[config.mk]
export PLATFORM = sky130hd
export DESIGN_NAME = csr_unit
export DESIGN_NICKNAME = d
export VERILOG_FILES = /design/src/design/csr_pkg.sv /design/src/design/csr_unit.sv /design/src/design/irq_arbiter.sv /design/src/design/csr_regfile.sv /design/src/design/priv_ctrl.sv
export SDC_FILE = /design/constraint.sdc
export NUM_CORES = 1
export LEC_CHECK = 0
export BUFFER_PORTS_ARGS = -buffer_cell sky130_fd_sc_hd__buf_2
export CAP_MARGIN = 20
export CORE_MARGIN = 2
export CORE_UTILIZATION = 58
export DETAILED_ROUTE_END_ITERATION = 8
export PLACE_DENSITY = 0.83
export SYNTH_ARGS = -nofsm -noshare
export SYNTH_HDL_FRONTEND = slang
export SYNTH_SLANG_ARGS = --single-unit
[constraint.sdc]
create_clock -name clk -period 5.6 [get_ports clk]
set_input_delay 1.68 -clock clk [delete_from_list [all_inputs] [get_ports clk]]
set_output_delay 1.68 -clock clk [all_outputs]
set_load 0.01 [all_outputs]
[src/design/csr_pkg.sv]
package csr_pkg;

    localparam int xlen = 32;

    typedef logic [xlen-1:0] word_t;

    // Only U and M are implemented, S encoding left out
    typedef enum logic [1:0] {
        U_MODE = 2'd0,
        M_MODE = 2'd3
    } priv_mode_t;

    typedef enum logic [2:0] {
        CMD_NONE  = 3'd0,
        CMD_WRITE = 3'd1,
        CMD_SET   = 3'd2,
        CMD_CLEAR = 3'd3,
        CMD_ECALL = 3'd4,
        CMD_MRET  = 3'd5
    } csr_cmd_t;

    typedef enum logic [11:0] {
        MSTATUS  = 12'h300,
        MISA     = 12'h301,
        MIE      = 12'h304,
        MTVEC    = 12'h305,
        MSCRATCH = 12'h340,
        MEPC     = 12'h341,
        MCAUSE   = 12'h342,
        MIP      = 12'h344
    } csr_addr_t;

    // MXL = 1 (32 bit), extensions I and M
    localparam word_t misa_value = 32'h4000_1100;

    // Exception causes
    localparam word_t cause_ecall_u = 32'd8;
    localparam word_t cause_ecall_m = 32'd11;

    // Interrupt causes, combined with irq_flag in mcause
    localparam word_t cause_irq_msi = 32'd3;
    localparam word_t cause_irq_mti = 32'd7;
    localparam word_t cause_irq_mei = 32'd11;
    localparam word_t irq_flag      = 32'h8000_0000;

    // mstatus fields
    localparam int mstatus_mie_bit  = 3;
    localparam int mstatus_mpie_bit = 7;
    localparam int mstatus_mpp_lsb  = 11;

    // Shared by mie and mip
    localparam int msip_bit = 3;
    localparam int mtip_bit = 7;
    localparam int meip_bit = 11;

    localparam logic [1:0] tvec_vectored = 2'b01;

endpackage
[src/design/csr_unit.sv]
`timescale 1ns/1ps

module csr_unit import csr_pkg::*; (
    input  logic        clk,
    input  logic        rst_n,
    input  logic        req,
    input  csr_cmd_t    cmd,
    input  logic [11:0] addr,
    input  word_t       operand,
    input  word_t       pc,
    input  logic        exc_valid,
    input  word_t       exc_cause,
    input  logic        ext_irq,
    input  logic [63:0] mtime,
    input  logic [63:0] mtimecmp,
    output logic        ack,
    output word_t       rdata,
    output logic        redirect,
    output word_t       redirect_pc,
    output priv_mode_t  mode
);

    logic       csr_op_en;
    logic       trap_en;
    word_t      trap_cause;
    word_t      trap_epc;
    logic       irq_take;
    word_t      mstatus_word;
    logic       mstatus_wr;
    logic       mie_wr;
    logic       mip_wr;
    word_t      wdata;
    word_t      mtvec;
    word_t      mepc;
    logic       irq_pending;
    logic [3:0] irq_code;
    word_t      mie_bits;
    word_t      mip_bits;

    priv_ctrl priv_ctrl_inst (
        .clk          (clk),
        .rst_n        (rst_n),
        .req          (req),
        .ack          (ack),
        .cmd          (cmd),
        .pc           (pc),
        .exc_valid    (exc_valid),
        .exc_cause    (exc_cause),
        .irq_pending  (irq_pending),
        .irq_code     (irq_code),
        .mtvec        (mtvec),
        .mepc         (mepc),
        .mstatus_wr   (mstatus_wr),
        .wdata        (wdata),
        .csr_op_en    (csr_op_en),
        .trap_en      (trap_en),
        .trap_cause   (trap_cause),
        .trap_epc     (trap_epc),
        .irq_take     (irq_take),
        .mstatus_word (mstatus_word),
        .redirect     (redirect),
        .redirect_pc  (redirect_pc),
        .mode         (mode)
    );

    csr_regfile csr_regfile_inst (
        .clk          (clk),
        .rst_n        (rst_n),
        .csr_op_en    (csr_op_en),
        .cmd          (cmd),
        .addr         (addr),
        .operand      (operand),
        .mode         (mode),
        .trap_en      (trap_en),
        .trap_cause   (trap_cause),
        .trap_epc     (trap_epc),
        .mstatus_word (mstatus_word),
        .mie_bits     (mie_bits),
        .mip_bits     (mip_bits),
        .rdata        (rdata),
        .wdata        (wdata),
        .mstatus_wr   (mstatus_wr),
        .mie_wr       (mie_wr),
        .mip_wr       (mip_wr),
        .mtvec        (mtvec),
        .mepc         (mepc)
    );

    irq_arbiter irq_arbiter_inst (
        .clk         (clk),
        .rst_n       (rst_n),
        .ext_irq     (ext_irq),
        .mtime       (mtime),
        .mtimecmp    (mtimecmp),
        .mie_wr      (mie_wr),
        .mip_wr      (mip_wr),
        .wdata       (wdata),
        .irq_take    (irq_take),
        .irq_pending (irq_pending),
        .irq_code    (irq_code),
        .mie_bits    (mie_bits),
        .mip_bits    (mip_bits)
    );

endmodule

[src/design/irq_arbiter.sv]
`timescale 1ns/1ps

module irq_arbiter import csr_pkg::*; (
    input  logic        clk,
    input  logic        rst_n,
    input  logic        ext_irq,
    input  logic [63:0] mtime,
    input  logic [63:0] mtimecmp,
    input  logic        mie_wr,
    input  logic        mip_wr,
    input  word_t       wdata,
    input  logic        irq_take,
    output logic        irq_pending,
    output logic [3:0]  irq_code,
    output word_t       mie_bits,
    output word_t       mip_bits
);

    logic meie;
    logic msie;
    logic mtie;
    logic meip;
    logic msip;
    logic mtip;
    logic mei_ready;
    logic msi_ready;
    logic mti_ready;

    assign mei_ready = meip && meie;
    assign msi_ready = msip && msie;
    assign mti_ready = mtip && mtie;

    // MEI > MSI > MTI
    assign irq_pending = mei_ready || msi_ready || mti_ready;
    assign irq_code    = mei_ready ? cause_irq_mei[3:0] :
                         msi_ready ? cause_irq_msi[3:0] :
                         mti_ready ? cause_irq_mti[3:0] : 4'd0;

    always_comb begin
        mie_bits = '0;
        mie_bits[meip_bit] = meie;
        mie_bits[msip_bit] = msie;
        mie_bits[mtip_bit] = mtie;
        mip_bits = '0;
        mip_bits[meip_bit] = meip;
        mip_bits[msip_bit] = msip;
        mip_bits[mtip_bit] = mtip;
    end

    always_ff @(posedge clk or negedge rst_n) begin
        if (!rst_n) begin
            meie <= 1'b0;
            msie <= 1'b0;
            mtie <= 1'b0;
        end else if (mie_wr) begin
            meie <= wdata[meip_bit];
            msie <= wdata[msip_bit];
            mtie <= wdata[mtip_bit];
        end
    end

    always_ff @(posedge clk or negedge rst_n) begin
        if (!rst_n) begin
            meip <= 1'b0;
            msip <= 1'b0;
            mtip <= 1'b0;
        end else begin
            // Timer level, one cycle behind mtime
            mtip <= (mtime >= mtimecmp);
            if (ext_irq) begin
                meip <= 1'b1;
            end else if (irq_take && mei_ready) begin
                meip <= 1'b0;
            end
            if (irq_take && !mei_ready && msi_ready) begin
                msip <= 1'b0;
            end else if (mip_wr) begin
                msip <= wdata[msip_bit];
            end
        end
    end

    take_when_pending: assert property (
        @(posedge clk) disable iff (!rst_n) irq_take |-> irq_pending
    );

endmodule

[src/design/csr_regfile.sv]
`timescale 1ns/1ps

module csr_regfile import csr_pkg::*; (
    input  logic        clk,
    input  logic        rst_n,
    input  logic        csr_op_en,
    input  csr_cmd_t    cmd,
    input  logic [11:0] addr,
    input  word_t       operand,
    input  priv_mode_t  mode,
    input  logic        trap_en,
    input  word_t       trap_cause,
    input  word_t       trap_epc,
    input  word_t       mstatus_word,
    input  word_t       mie_bits,
    input  word_t       mip_bits,
    output word_t       rdata,
    output word_t       wdata,
    output logic        mstatus_wr,
    output logic        mie_wr,
    output logic        mip_wr,
    output word_t       mtvec,
    output word_t       mepc
);

    word_t     mscratch;
    word_t     mcause;
    word_t     rd_value;
    csr_addr_t csr_sel;
    logic      can_read;
    logic      can_write;
    logic      is_write;
    logic      write_ok;

    assign csr_sel = csr_addr_t'(addr);

    // Bits 9:8 hold the lowest mode allowed, 11:10 == 3 marks read-only
    assign can_read  = (addr[9:8] <= mode);
    assign can_write = can_read && (addr[11:10] != 2'b11);
    assign is_write  = cmd inside {CMD_WRITE, CMD_SET, CMD_CLEAR};
    assign write_ok  = csr_op_en && can_write && is_write;

    always_comb begin
        rd_value = '0;
        if (can_read) begin
            case (csr_sel)
                MSTATUS:  rd_value = mstatus_word;
                MISA:     rd_value = misa_value;
                MIE:      rd_value = mie_bits;
                MTVEC:    rd_value = mtvec;
                MSCRATCH: rd_value = mscratch;
                MEPC:     rd_value = mepc;
                MCAUSE:   rd_value = mcause;
                MIP:      rd_value = mip_bits;
                default:  rd_value = '0;
            endcase
        end
    end

    always_comb begin
        case (cmd)
            CMD_WRITE: wdata = operand;
            CMD_SET:   wdata = rd_value | operand;
            CMD_CLEAR: wdata = rd_value & ~operand;
            default:   wdata = rd_value;
        endcase
    end

    // State kept in priv_ctrl and irq_arbiter
    assign mstatus_wr = write_ok && (csr_sel == MSTATUS);
    assign mie_wr     = write_ok && (csr_sel == MIE);
    assign mip_wr     = write_ok && (csr_sel == MIP);

    always_ff @(posedge clk or negedge rst_n) begin
        if (!rst_n) begin
            mtvec    <= '0;
            mscratch <= '0;
            mepc     <= '0;
            mcause   <= '0;
        end else if (trap_en) begin
            mcause <= trap_cause;
            mepc   <= {trap_epc[xlen-1:2], 2'b00};
        end else if (write_ok) begin
            case (csr_sel)
                MTVEC:    mtvec    <= wdata;
                MSCRATCH: mscratch <= wdata;
                // IALIGN is 32, low bits stay zero
                MEPC:     mepc     <= {wdata[xlen-1:2], 2'b00};
                MCAUSE:   mcause   <= wdata;
                default: begin
                end
            endcase
        end
    end

    // Old value, before the write on the same edge
    always_ff @(posedge clk or negedge rst_n) begin
        if (!rst_n) begin
            rdata <= '0;
        end else if (csr_op_en) begin
            rdata <= rd_value;
        end
    end

    op_trap_exclusive: assert property (
        @(posedge clk) disable iff (!rst_n) !(csr_op_en && trap_en)
    );

endmodule

[src/design/priv_ctrl.sv]
`timescale 1ns/1ps

module priv_ctrl import csr_pkg::*; (
    input  logic       clk,
    input  logic       rst_n,
    input  logic       req,
    output logic       ack,
    input  csr_cmd_t   cmd,
    input  word_t      pc,
    input  logic       exc_valid,
    input  word_t      exc_cause,
    input  logic       irq_pending,
    input  logic [3:0] irq_code,
    input  word_t      mtvec,
    input  word_t      mepc,
    input  logic       mstatus_wr,
    input  word_t      wdata,
    output logic       csr_op_en,
    output logic       trap_en,
    output word_t      trap_cause,
    output word_t      trap_epc,
    output logic       irq_take,
    output word_t      mstatus_word,
    output logic       redirect,
    output word_t      redirect_pc,
    output priv_mode_t mode
);

    logic       mstatus_mie;
    logic       mstatus_mpie;
    priv_mode_t mstatus_mpp;

    logic       commit;
    logic       is_ecall;
    logic       irq_fire;
    logic       is_mret;
    word_t      tvec_base;
    word_t      trap_target;

    // First edge with req high and ack low
    assign commit = req && !ack;

    // U mode always takes interrupts, M mode only with MIE set
    assign irq_fire = irq_pending && (mode == U_MODE || mstatus_mie);
    assign is_ecall = (cmd == CMD_ECALL);

    // Exception, then ECALL, then interrupt
    assign trap_en   = commit && (exc_valid || is_ecall || irq_fire);
    assign irq_take  = trap_en && !exc_valid && !is_ecall;
    assign is_mret   = commit && !trap_en && (cmd == CMD_MRET);
    assign csr_op_en = commit && !trap_en && (cmd != CMD_MRET);

    assign trap_cause = exc_valid ? exc_cause :
                        is_ecall  ? ((mode == U_MODE) ? cause_ecall_u : cause_ecall_m) :
                                    (irq_flag | {{(xlen-4){1'b0}}, irq_code});
    assign trap_epc   = pc;

    // Vectored mode only offsets interrupts
    assign tvec_base   = {mtvec[xlen-1:2], 2'b00};
    assign trap_target = (irq_take && mtvec[1:0] == tvec_vectored) ?
                         tvec_base + {{(xlen-6){1'b0}}, irq_code, 2'b00} : tvec_base;

    always_comb begin
        mstatus_word = '0;
        mstatus_word[mstatus_mie_bit]       = mstatus_mie;
        mstatus_word[mstatus_mpie_bit]      = mstatus_mpie;
        mstatus_word[mstatus_mpp_lsb +: 2]  = mstatus_mpp;
    end

    // Four-phase handshake, ack held until req drops
    always_ff @(posedge clk or negedge rst_n) begin
        if (!rst_n) begin
            ack <= 1'b0;
        end else if (!req) begin
            ack <= 1'b0;
        end else if (commit) begin
            ack <= 1'b1;
        end
    end

    always_ff @(posedge clk or negedge rst_n) begin
        if (!rst_n) begin
            mode         <= M_MODE;
            mstatus_mie  <= 1'b0;
            mstatus_mpie <= 1'b0;
            mstatus_mpp  <= U_MODE;
            redirect     <= 1'b0;
        end else begin
            if (commit) begin
                redirect <= trap_en || is_mret;
            end
            if (trap_en) begin
                mstatus_mpie <= mstatus_mie;
                mstatus_mie  <= 1'b0;
                mstatus_mpp  <= mode;
                mode         <= M_MODE;
            end else if (is_mret) begin
                mstatus_mie  <= mstatus_mpie;
                mstatus_mpie <= 1'b1;
                mode         <= mstatus_mpp;
                mstatus_mpp  <= U_MODE;
            end else if (mstatus_wr) begin
                mstatus_mie  <= wdata[mstatus_mie_bit];
                mstatus_mpie <= wdata[mstatus_mpie_bit];
                // MPP is WARL, anything but M reads back as U
                mstatus_mpp  <= (wdata[mstatus_mpp_lsb +: 2] == M_MODE) ? M_MODE : U_MODE;
            end
        end
    end

    always_ff @(posedge clk) begin
        if (trap_en) begin
            redirect_pc <= trap_target;
        end else if (is_mret) begin
            redirect_pc <= mepc;
        end
    end

    ack_needs_req: assert property (
        @(posedge clk) disable iff (!rst_n) $rose(ack) |-> $past(req)
    );

    mpp_legal: assert property (
        @(posedge clk) disable iff (!rst_n) mstatus_mpp inside {U_MODE, M_MODE}
    );

endmodule

Yosys cells after proc, flatten, opt, wreduce, memory -nomap -nowiden:

Index checks and enable logic that the tools add are counted.

* flip-flop bits (word level): 206
* input port bits: 244
* output and inout bits: 68

* add/sub/neg operators: 1
* $lt $le $gt $ge: 2
* equality and inequality tests: 18
* muxes and demuxes: 36
* bitwise gates (word level): 4
* reductions and logical operators: 45

Operator list (number)
* 32-bit two-way mux: 12
* 32-bit case mux with 8 select lines: 1
* 12-bit by 10-bit == test with 1-bit output, second input constant: 8
* 32-bit case mux with 3 select lines: 1
* 64-bit greater-or-equal comparator: 1
* 32-bit by 6-bit adder with 32-bit output: 1
* 32-bit AND: 1
* 32-bit NOT: 1
* 32-bit OR: 1
* 1-bit logical AND: 21
* 2-bit two-way mux: 7
* 1-bit two-way mux: 12
* 2-bit nonzero test: 6
* 4-bit two-way mux: 2
* 3-bit by 2-bit == test with 1-bit output, second input constant: 2
* 3-bit == test, second input constant: 2
* 1-bit logical OR: 6
* 3-bit AND reduction: 2
* 3-bit nonzero test: 2
* 1-bit logical NOT: 5
* 2-bit AND reduction: 2
* 3-bit by 1-bit == test with 1-bit output, second input constant: 1
* 3-bit two-way mux: 1
* 3-bit inequality test, second input constant: 1
* other kinds (7): 7

Depth between registers and ports, before layout:

* depth after elaboration: 15
* mapped depth: 11
* gate-level depth less buffers: 10

By module:

From an unflattened synthesis, not the netlist that was laid out.

* cells, all modules: 1606
* area total of the unflattened synthesis: 14556.5 um^2

By module, submodules not included
* csr_regfile: instances 1, cells an instance 928, area an instance 8913.5 um^2, sequential area each 3953.8 um^2
* priv_ctrl: instances 1, cells an instance 365, area an instance 3298.2 um^2, sequential area each 1163.6 um^2
* irq_arbiter: instances 1, cells an instance 313, area an instance 2344.7 um^2, sequential area each 150.1 um^2

Worst setup path after synthesis:

Ideal clock, no wire load.

* path kind: input to register
* from: input port addr[10]
* to: register csr_regfile_inst.mcause[28]
* library setup time: 94 ps
* arrival time: 3620 ps
* data required time: 5506 ps
* setup slack: 1886 ps
* stages: 8
* cell sequence: or4_1 clkbuf_1 a211oi_2 nand4_1 clkbuf_1 o21a_1 a2bb2oi_1 a211oi_1

* cells in the longest elaborated chain, start to end: 8
* elaborated cells between the ends (all ways): 23
* classes of those cells: 9 x eq/ne; 6 x mux; 2 x bitwise; 6 x reduce/logical

RTL lines
* from (decl): line csr_unit.sv:8 `input logic [11:0] addr,`
* 12-bit by 10-bit == test with 1-bit output (on tied branches): line csr_regfile.sv:46, csr_regfile.sv:84
* 32-bit case mux with 8 select lines: line csr_regfile.sv:46 `case (csr_sel)`
* 32-bit two-way mux: line csr_regfile.sv:45 `if (can_read) begin`
* 32-bit AND or 32-bit OR (tied branches): line csr_regfile.sv:64, csr_regfile.sv:63
* 32-bit case mux with 3 select lines: line csr_regfile.sv:61 `case (cmd)`
* 32-bit two-way mux: line csr_regfile.sv:84 `case (csr_sel)`
* 32-bit two-way mux: line csr_regfile.sv:83 `end else if (write_ok) begin`
* 32-bit two-way mux: line csr_regfile.sv:80 `end else if (trap_en) begin`
* to (signal assigned): line csr_regfile.sv:81 `mcause <= trap_cause;`
* to (signal assigned): line csr_regfile.sv:89 `MCAUSE: mcause <= wdata;`
* to (decl): line csr_regfile.sv:27 `word_t mcause;`

Several ways; a longest one is shown, not always the timed one. The select of a mux whose other input is x is not followed.
A chain may end at the register's enable or synchronous reset.

Final worst setup path:

* from: input port exc_valid
* to: register csr_regfile_inst.mscratch[29]

* cells in the longest elaborated chain, start to end: 9
* elaborated cells between the ends (all ways): 10
* classes of those cells: 1 x bitwise; 9 x reduce/logical

RTL lines
* from (decl): line csr_unit.sv:11 `input logic exc_valid,`
* 1-bit logical OR * (2 in series): line priv_ctrl.sv:48 `assign trap_en = commit && (exc_valid || is_ecall || irq_fire);`
* 1-bit logical AND *: line priv_ctrl.sv:48
* 1-bit logical NOT: line priv_ctrl.sv:51 `assign csr_op_en = commit && !trap_en && (cmd != CMD_MRET);`
* 1-bit logical AND (2 in series): line priv_ctrl.sv:51
* 1-bit logical AND (2 in series): line csr_regfile.sv:41 `assign write_ok = csr_op_en && can_write && is_write;`
* 3-bit AND reduction (no source line) *
* to (signal assigned): line csr_regfile.sv:86 `MSCRATCH: mscratch <= wdata;`
* to (decl): line csr_regfile.sv:26 `word_t mscratch;`

Every way passes the cells marked *; elsewhere a longest branch is shown, timed or not.

==> impl_metrics.py <==
metrics = {
    "global_routing": {
        "track_usage": 0.3640,
        "grt_pass1_wl_mm": 62.09,
        "grt_max_degree": 114,
        "first_global_vias": 11690,
        "antenna_found_initial": 5,
        "overflow": 0,
    },
    "min_path": {
        "hp-start": "csr_regfile_inst.rdata[15]",
        "hp-class": "reg2reg",
    },
    "pwr": {
        "p_leak_nw": 6.920,
        "power_switching_mw": 0.9506,
        "netSwitchingFraction": 0.2653,
        "combPwrFrac": 0.143,
        "fin_total_pwr_mw": 3.583,
        "seq_power_share": 0.465,
        "p_clk_frac": 0.392,
        "ir_worst_vdd_uv": 197.1,
        "intPower_mw": 2.632,
        "p_per_area_nw_per_um2": 248.1,
    },
    "sta": {
        "skew_ns": 0.01621,
        "setup_ws_ns": 1.407,
        "setup_viol": 0,
        "drv_slew": 0,
        "fin_crit_ns": 4.193,
        "period_share": 0.7488,
        "worstMarginPinSlew_ns": 1.180,
        "slew_headroom": 0.2130,
        "fmax_mhz": 238.5,
        "rsz0062_at_grt": "no",
        "hold_viol_final": 0,
        "tns_ns": 0,
    },
    "logic_synthesis": {
        "syn_area_um2": 11980,
        "dominantRegCellSynth": "dfrtp_1",
        "yosysUniqueCellTypes": 78,
        "ys_seq_area_frac": 0.4346,
        "syn_avg_cell_area_um2": 9.239,
        "ys_warn_count": 0,
        "async_reset_ff_frac": 0.8515,
        "synth-edff-count": 30,
        "synth-seq-cells": 202,
        "netlist_instances": 1297,
    },
    "clocking": {
        "clock_latency_ns": 0.51,
        "clk_pin_slew_ns": 0.06,
        "cts_sinks": 202,
        "holdBufCountCts": 0,
        "cts_max_level": 1,
        "cts_resized": 0,
        "postCtsSetupRepairBufs": 0,
        "root_buffer": "clkbuf_16",
        "cts_tree": "done",
        "clock_path_buffers": 3,
        "numCtsBuffers": 22,
    },
    "setup_path": {
        "critPathKind": "in2reg",
        "rr_startpoint": "irq_arbiter_inst.meie",
        "worstPathRequired_ns": 5.96,
        "cp-end-kind": "register",
        "worstPathArrival_ns": 4.55,
        "cp-startpoint": "exc_valid",
        "crit_path_start_kind": "input port",
        "worst-path-max-fanout": 42,
    },
    "detailed_routing": {
        "drc": 0,
        "drtAntennaViolNets": 0,
        "viasPerCell": 6.424,
        "wl_per_cell_um": 21.81,
        "drt_iter0_drc": 1277,
        "vias": 11948,
        "first_pass_iters": 8,
        "detail_route.wirelength_mm": 40.56,
    },
    "floorplanning": {
        "io_pins": 312,
        "rows": 52,
        "die_w_um": 147.7,
        "core_area_um2": 20230,
        "dieArea_um2": 21830,
        "fp.dieH_um": 147.7,
        "floorplan.initialDensity": 0.5922,
    },
    "placed_design": {
        "portBuffers": 307,
        "post-place-cells": 1819,
        "gp_congestion": 0.9821,
        "dp_hpwl_mm": 29.35,
        "dp_slack_ns": 1.063,
        "placed_area_um2": 13750,
    },
    "finish": {
        "fin_nets": 1888,
        "finalNonFillerCells": 1860,
        "area_growth_pct": 20.52,
        "drive_above_1_share": 0.2565,
        "final_cell_area_um2": 14440,
    },
    "job": {
        "maxCapViolations": 0,
    },
    "outcome": {
        "outcome": "completed",
    },
}
-- power by group through the flow --
stage | logic [mW] | clock network, mW | registers [mW]
floorplan | 0.274 | 0 | 1.67
global placement | 0.487 | 0 | 1.68
detailed placement | 0.506 | 0 | 1.69
CTS | 0.510 | 1.39 | 1.66
global route | 0.569 | 1.46 | 1.67
finish | 0.513 | 1.40 | 1.67
-- layer usage --
metal,vias up,wire length (um),share of wire,global-route usage
li1,5359,-,-,-
met1,5605,14470,0.36,0.4491
met2,827,19570,0.48,0.6140
met3,155,4146,0.10,0.06420
met4,2,2365,0.058,0.1909
met5,-,8,0.00020,0
-- worst max-delay path, stage by stage --
cell and delay, ns:
buf_2 0.29, nor3b_1 0.35, o211a_1 0.21, buf_4 0.27, and3_1 0.48, nand3_2 0.54, buf_4 0.47, nand2_1 0.12
o21ai_0 0.10
-- placed cells by master, fill, tap and decap left out, drive strengths merged, types with 7 or more instances in the layout --
cell type | Yosys | routed
mux2 | 10 | 10
nand2b | 7 | 7
nand4 | 19 | 19
clkbuf | 63 | 35
dfrtp | 170 | 170
xor2 | 14 | 14
nor2b | 19 | 19
ha | 70 | 70
o31ai | 17 | 17
and3 | 15 | 15
nand2 | 169 | 169
a32oi | 16 | 16
a21o | 20 | 20
nor3 | 16 | 16
nand3 | 22 | 22
nor4 | 13 | 13
a21oi | 48 | 48
o21a | 11 | 11
nor2 | 45 | 45
o21ai | 175 | 175
edfxtp | 30 | 30
a2bb2oi | 7 | 7
a31oi | 9 | 9
a211oi | 22 | 22
inv | 75 | 75
mux2i | 12 | 12
a22o | 9 | 9
buf | 19 | 334
a31o | 9 | 9
a22oi | 85 | 85
xnor2 | 7 | 7
a222oi | 10 | 10
-- synth_stat cells, drive strengths merged, types with 20 or more instances --
cell type	count	area [um^2]
a211oi	22	170.2
a21o	20	152.7
a21oi	48	240.2
a22oi	85	638.1
clkbuf	63	267.8
dfrtp	170	4254
edfxtp	30	900.9
ha	70	875.8
inv	75	281.5
nand2	169	634.4
nand3	22	110.1
nor2	45	168.9
o21ai	175	875.8
-- registers in the layout, summed over array words and instances, names as in the netlist --
name,cells
irq_arbiter_inst.meip,1
priv_ctrl_inst.ack,1
priv_ctrl_inst.mode,2
csr_regfile_inst.mscratch,32
irq_arbiter_inst.mtip,1
irq_arbiter_inst.msip,1
irq_arbiter_inst.meie,1
irq_arbiter_inst.mtie,1
priv_ctrl_inst.redirect_pc,30
csr_regfile_inst.mepc,30
priv_ctrl_inst.redirect,1
priv_ctrl_inst.mstatus_mpp,2
csr_regfile_inst.mcause,32
irq_arbiter_inst.msie,1
priv_ctrl_inst.mstatus_mie,1
priv_ctrl_inst.mstatus_mpie,1
csr_regfile_inst.mtvec,32
csr_regfile_inst.rdata,32
-- worst paths after layout --
check                      slack [ns]  cells after the start                             end
min reg2reg                      0.47                      2      csr_regfile_inst.rdata[15]
max in group asynchronous        3.43                      2   csr_regfile_inst.mscratch[25]
max                              1.41                      9   csr_regfile_inst.mscratch[29]
max reg2reg                      1.77                      9  priv_ctrl_inst.redirect_pc[29]
min                              0.47                      2      csr_regfile_inst.rdata[15]
min in group asynchronous        1.14                      1      csr_regfile_inst.rdata[10]
-- cell families after synthesis --
family | Yosys count | synth area share
flip-flops | 202 | 0.4346
multiplexers | 23 | 0.02130
buffers and inverters | 158 | 0.05482
adder cells (fa/ha/maj) | 71 | 0.07476
XOR/XNOR | 21 | 0.01535
AO/OA/AOI/OAI | 462 | 0.2512
AND/OR/NAND/NOR | 359 | 0.1476
other | 1 | 0.0003130
-- cell type report --
cell class | count | area [um^2]
inverters | 75 | 281.5
multi-input cells | 938 | 6163
flip-flops and latches | 202 | 5207
fillers | 1521 | 5793
repair buffers | 334 | 1758
clock inverters | 3 | 15.01
diodes | 3 | 7.507
clock buffers | 35 | 670.6
well taps | 270 | 337.8
-- per-stage QoR --
| stage | util | hold slack (ns) |
|---|---|---|
| after floorplan | - | 0.4446 |
| after global placement | 0.6794 | 0.4563 |
| after detailed placement | 0.6794 | 0.4628 |
| after CTS | 0.7133 | 0.4751 |
| after global routing | 0.7137 | 0.4891 |
| final | 0.7137 | 0.4706 |
Power figures use the tool's default switching activity.
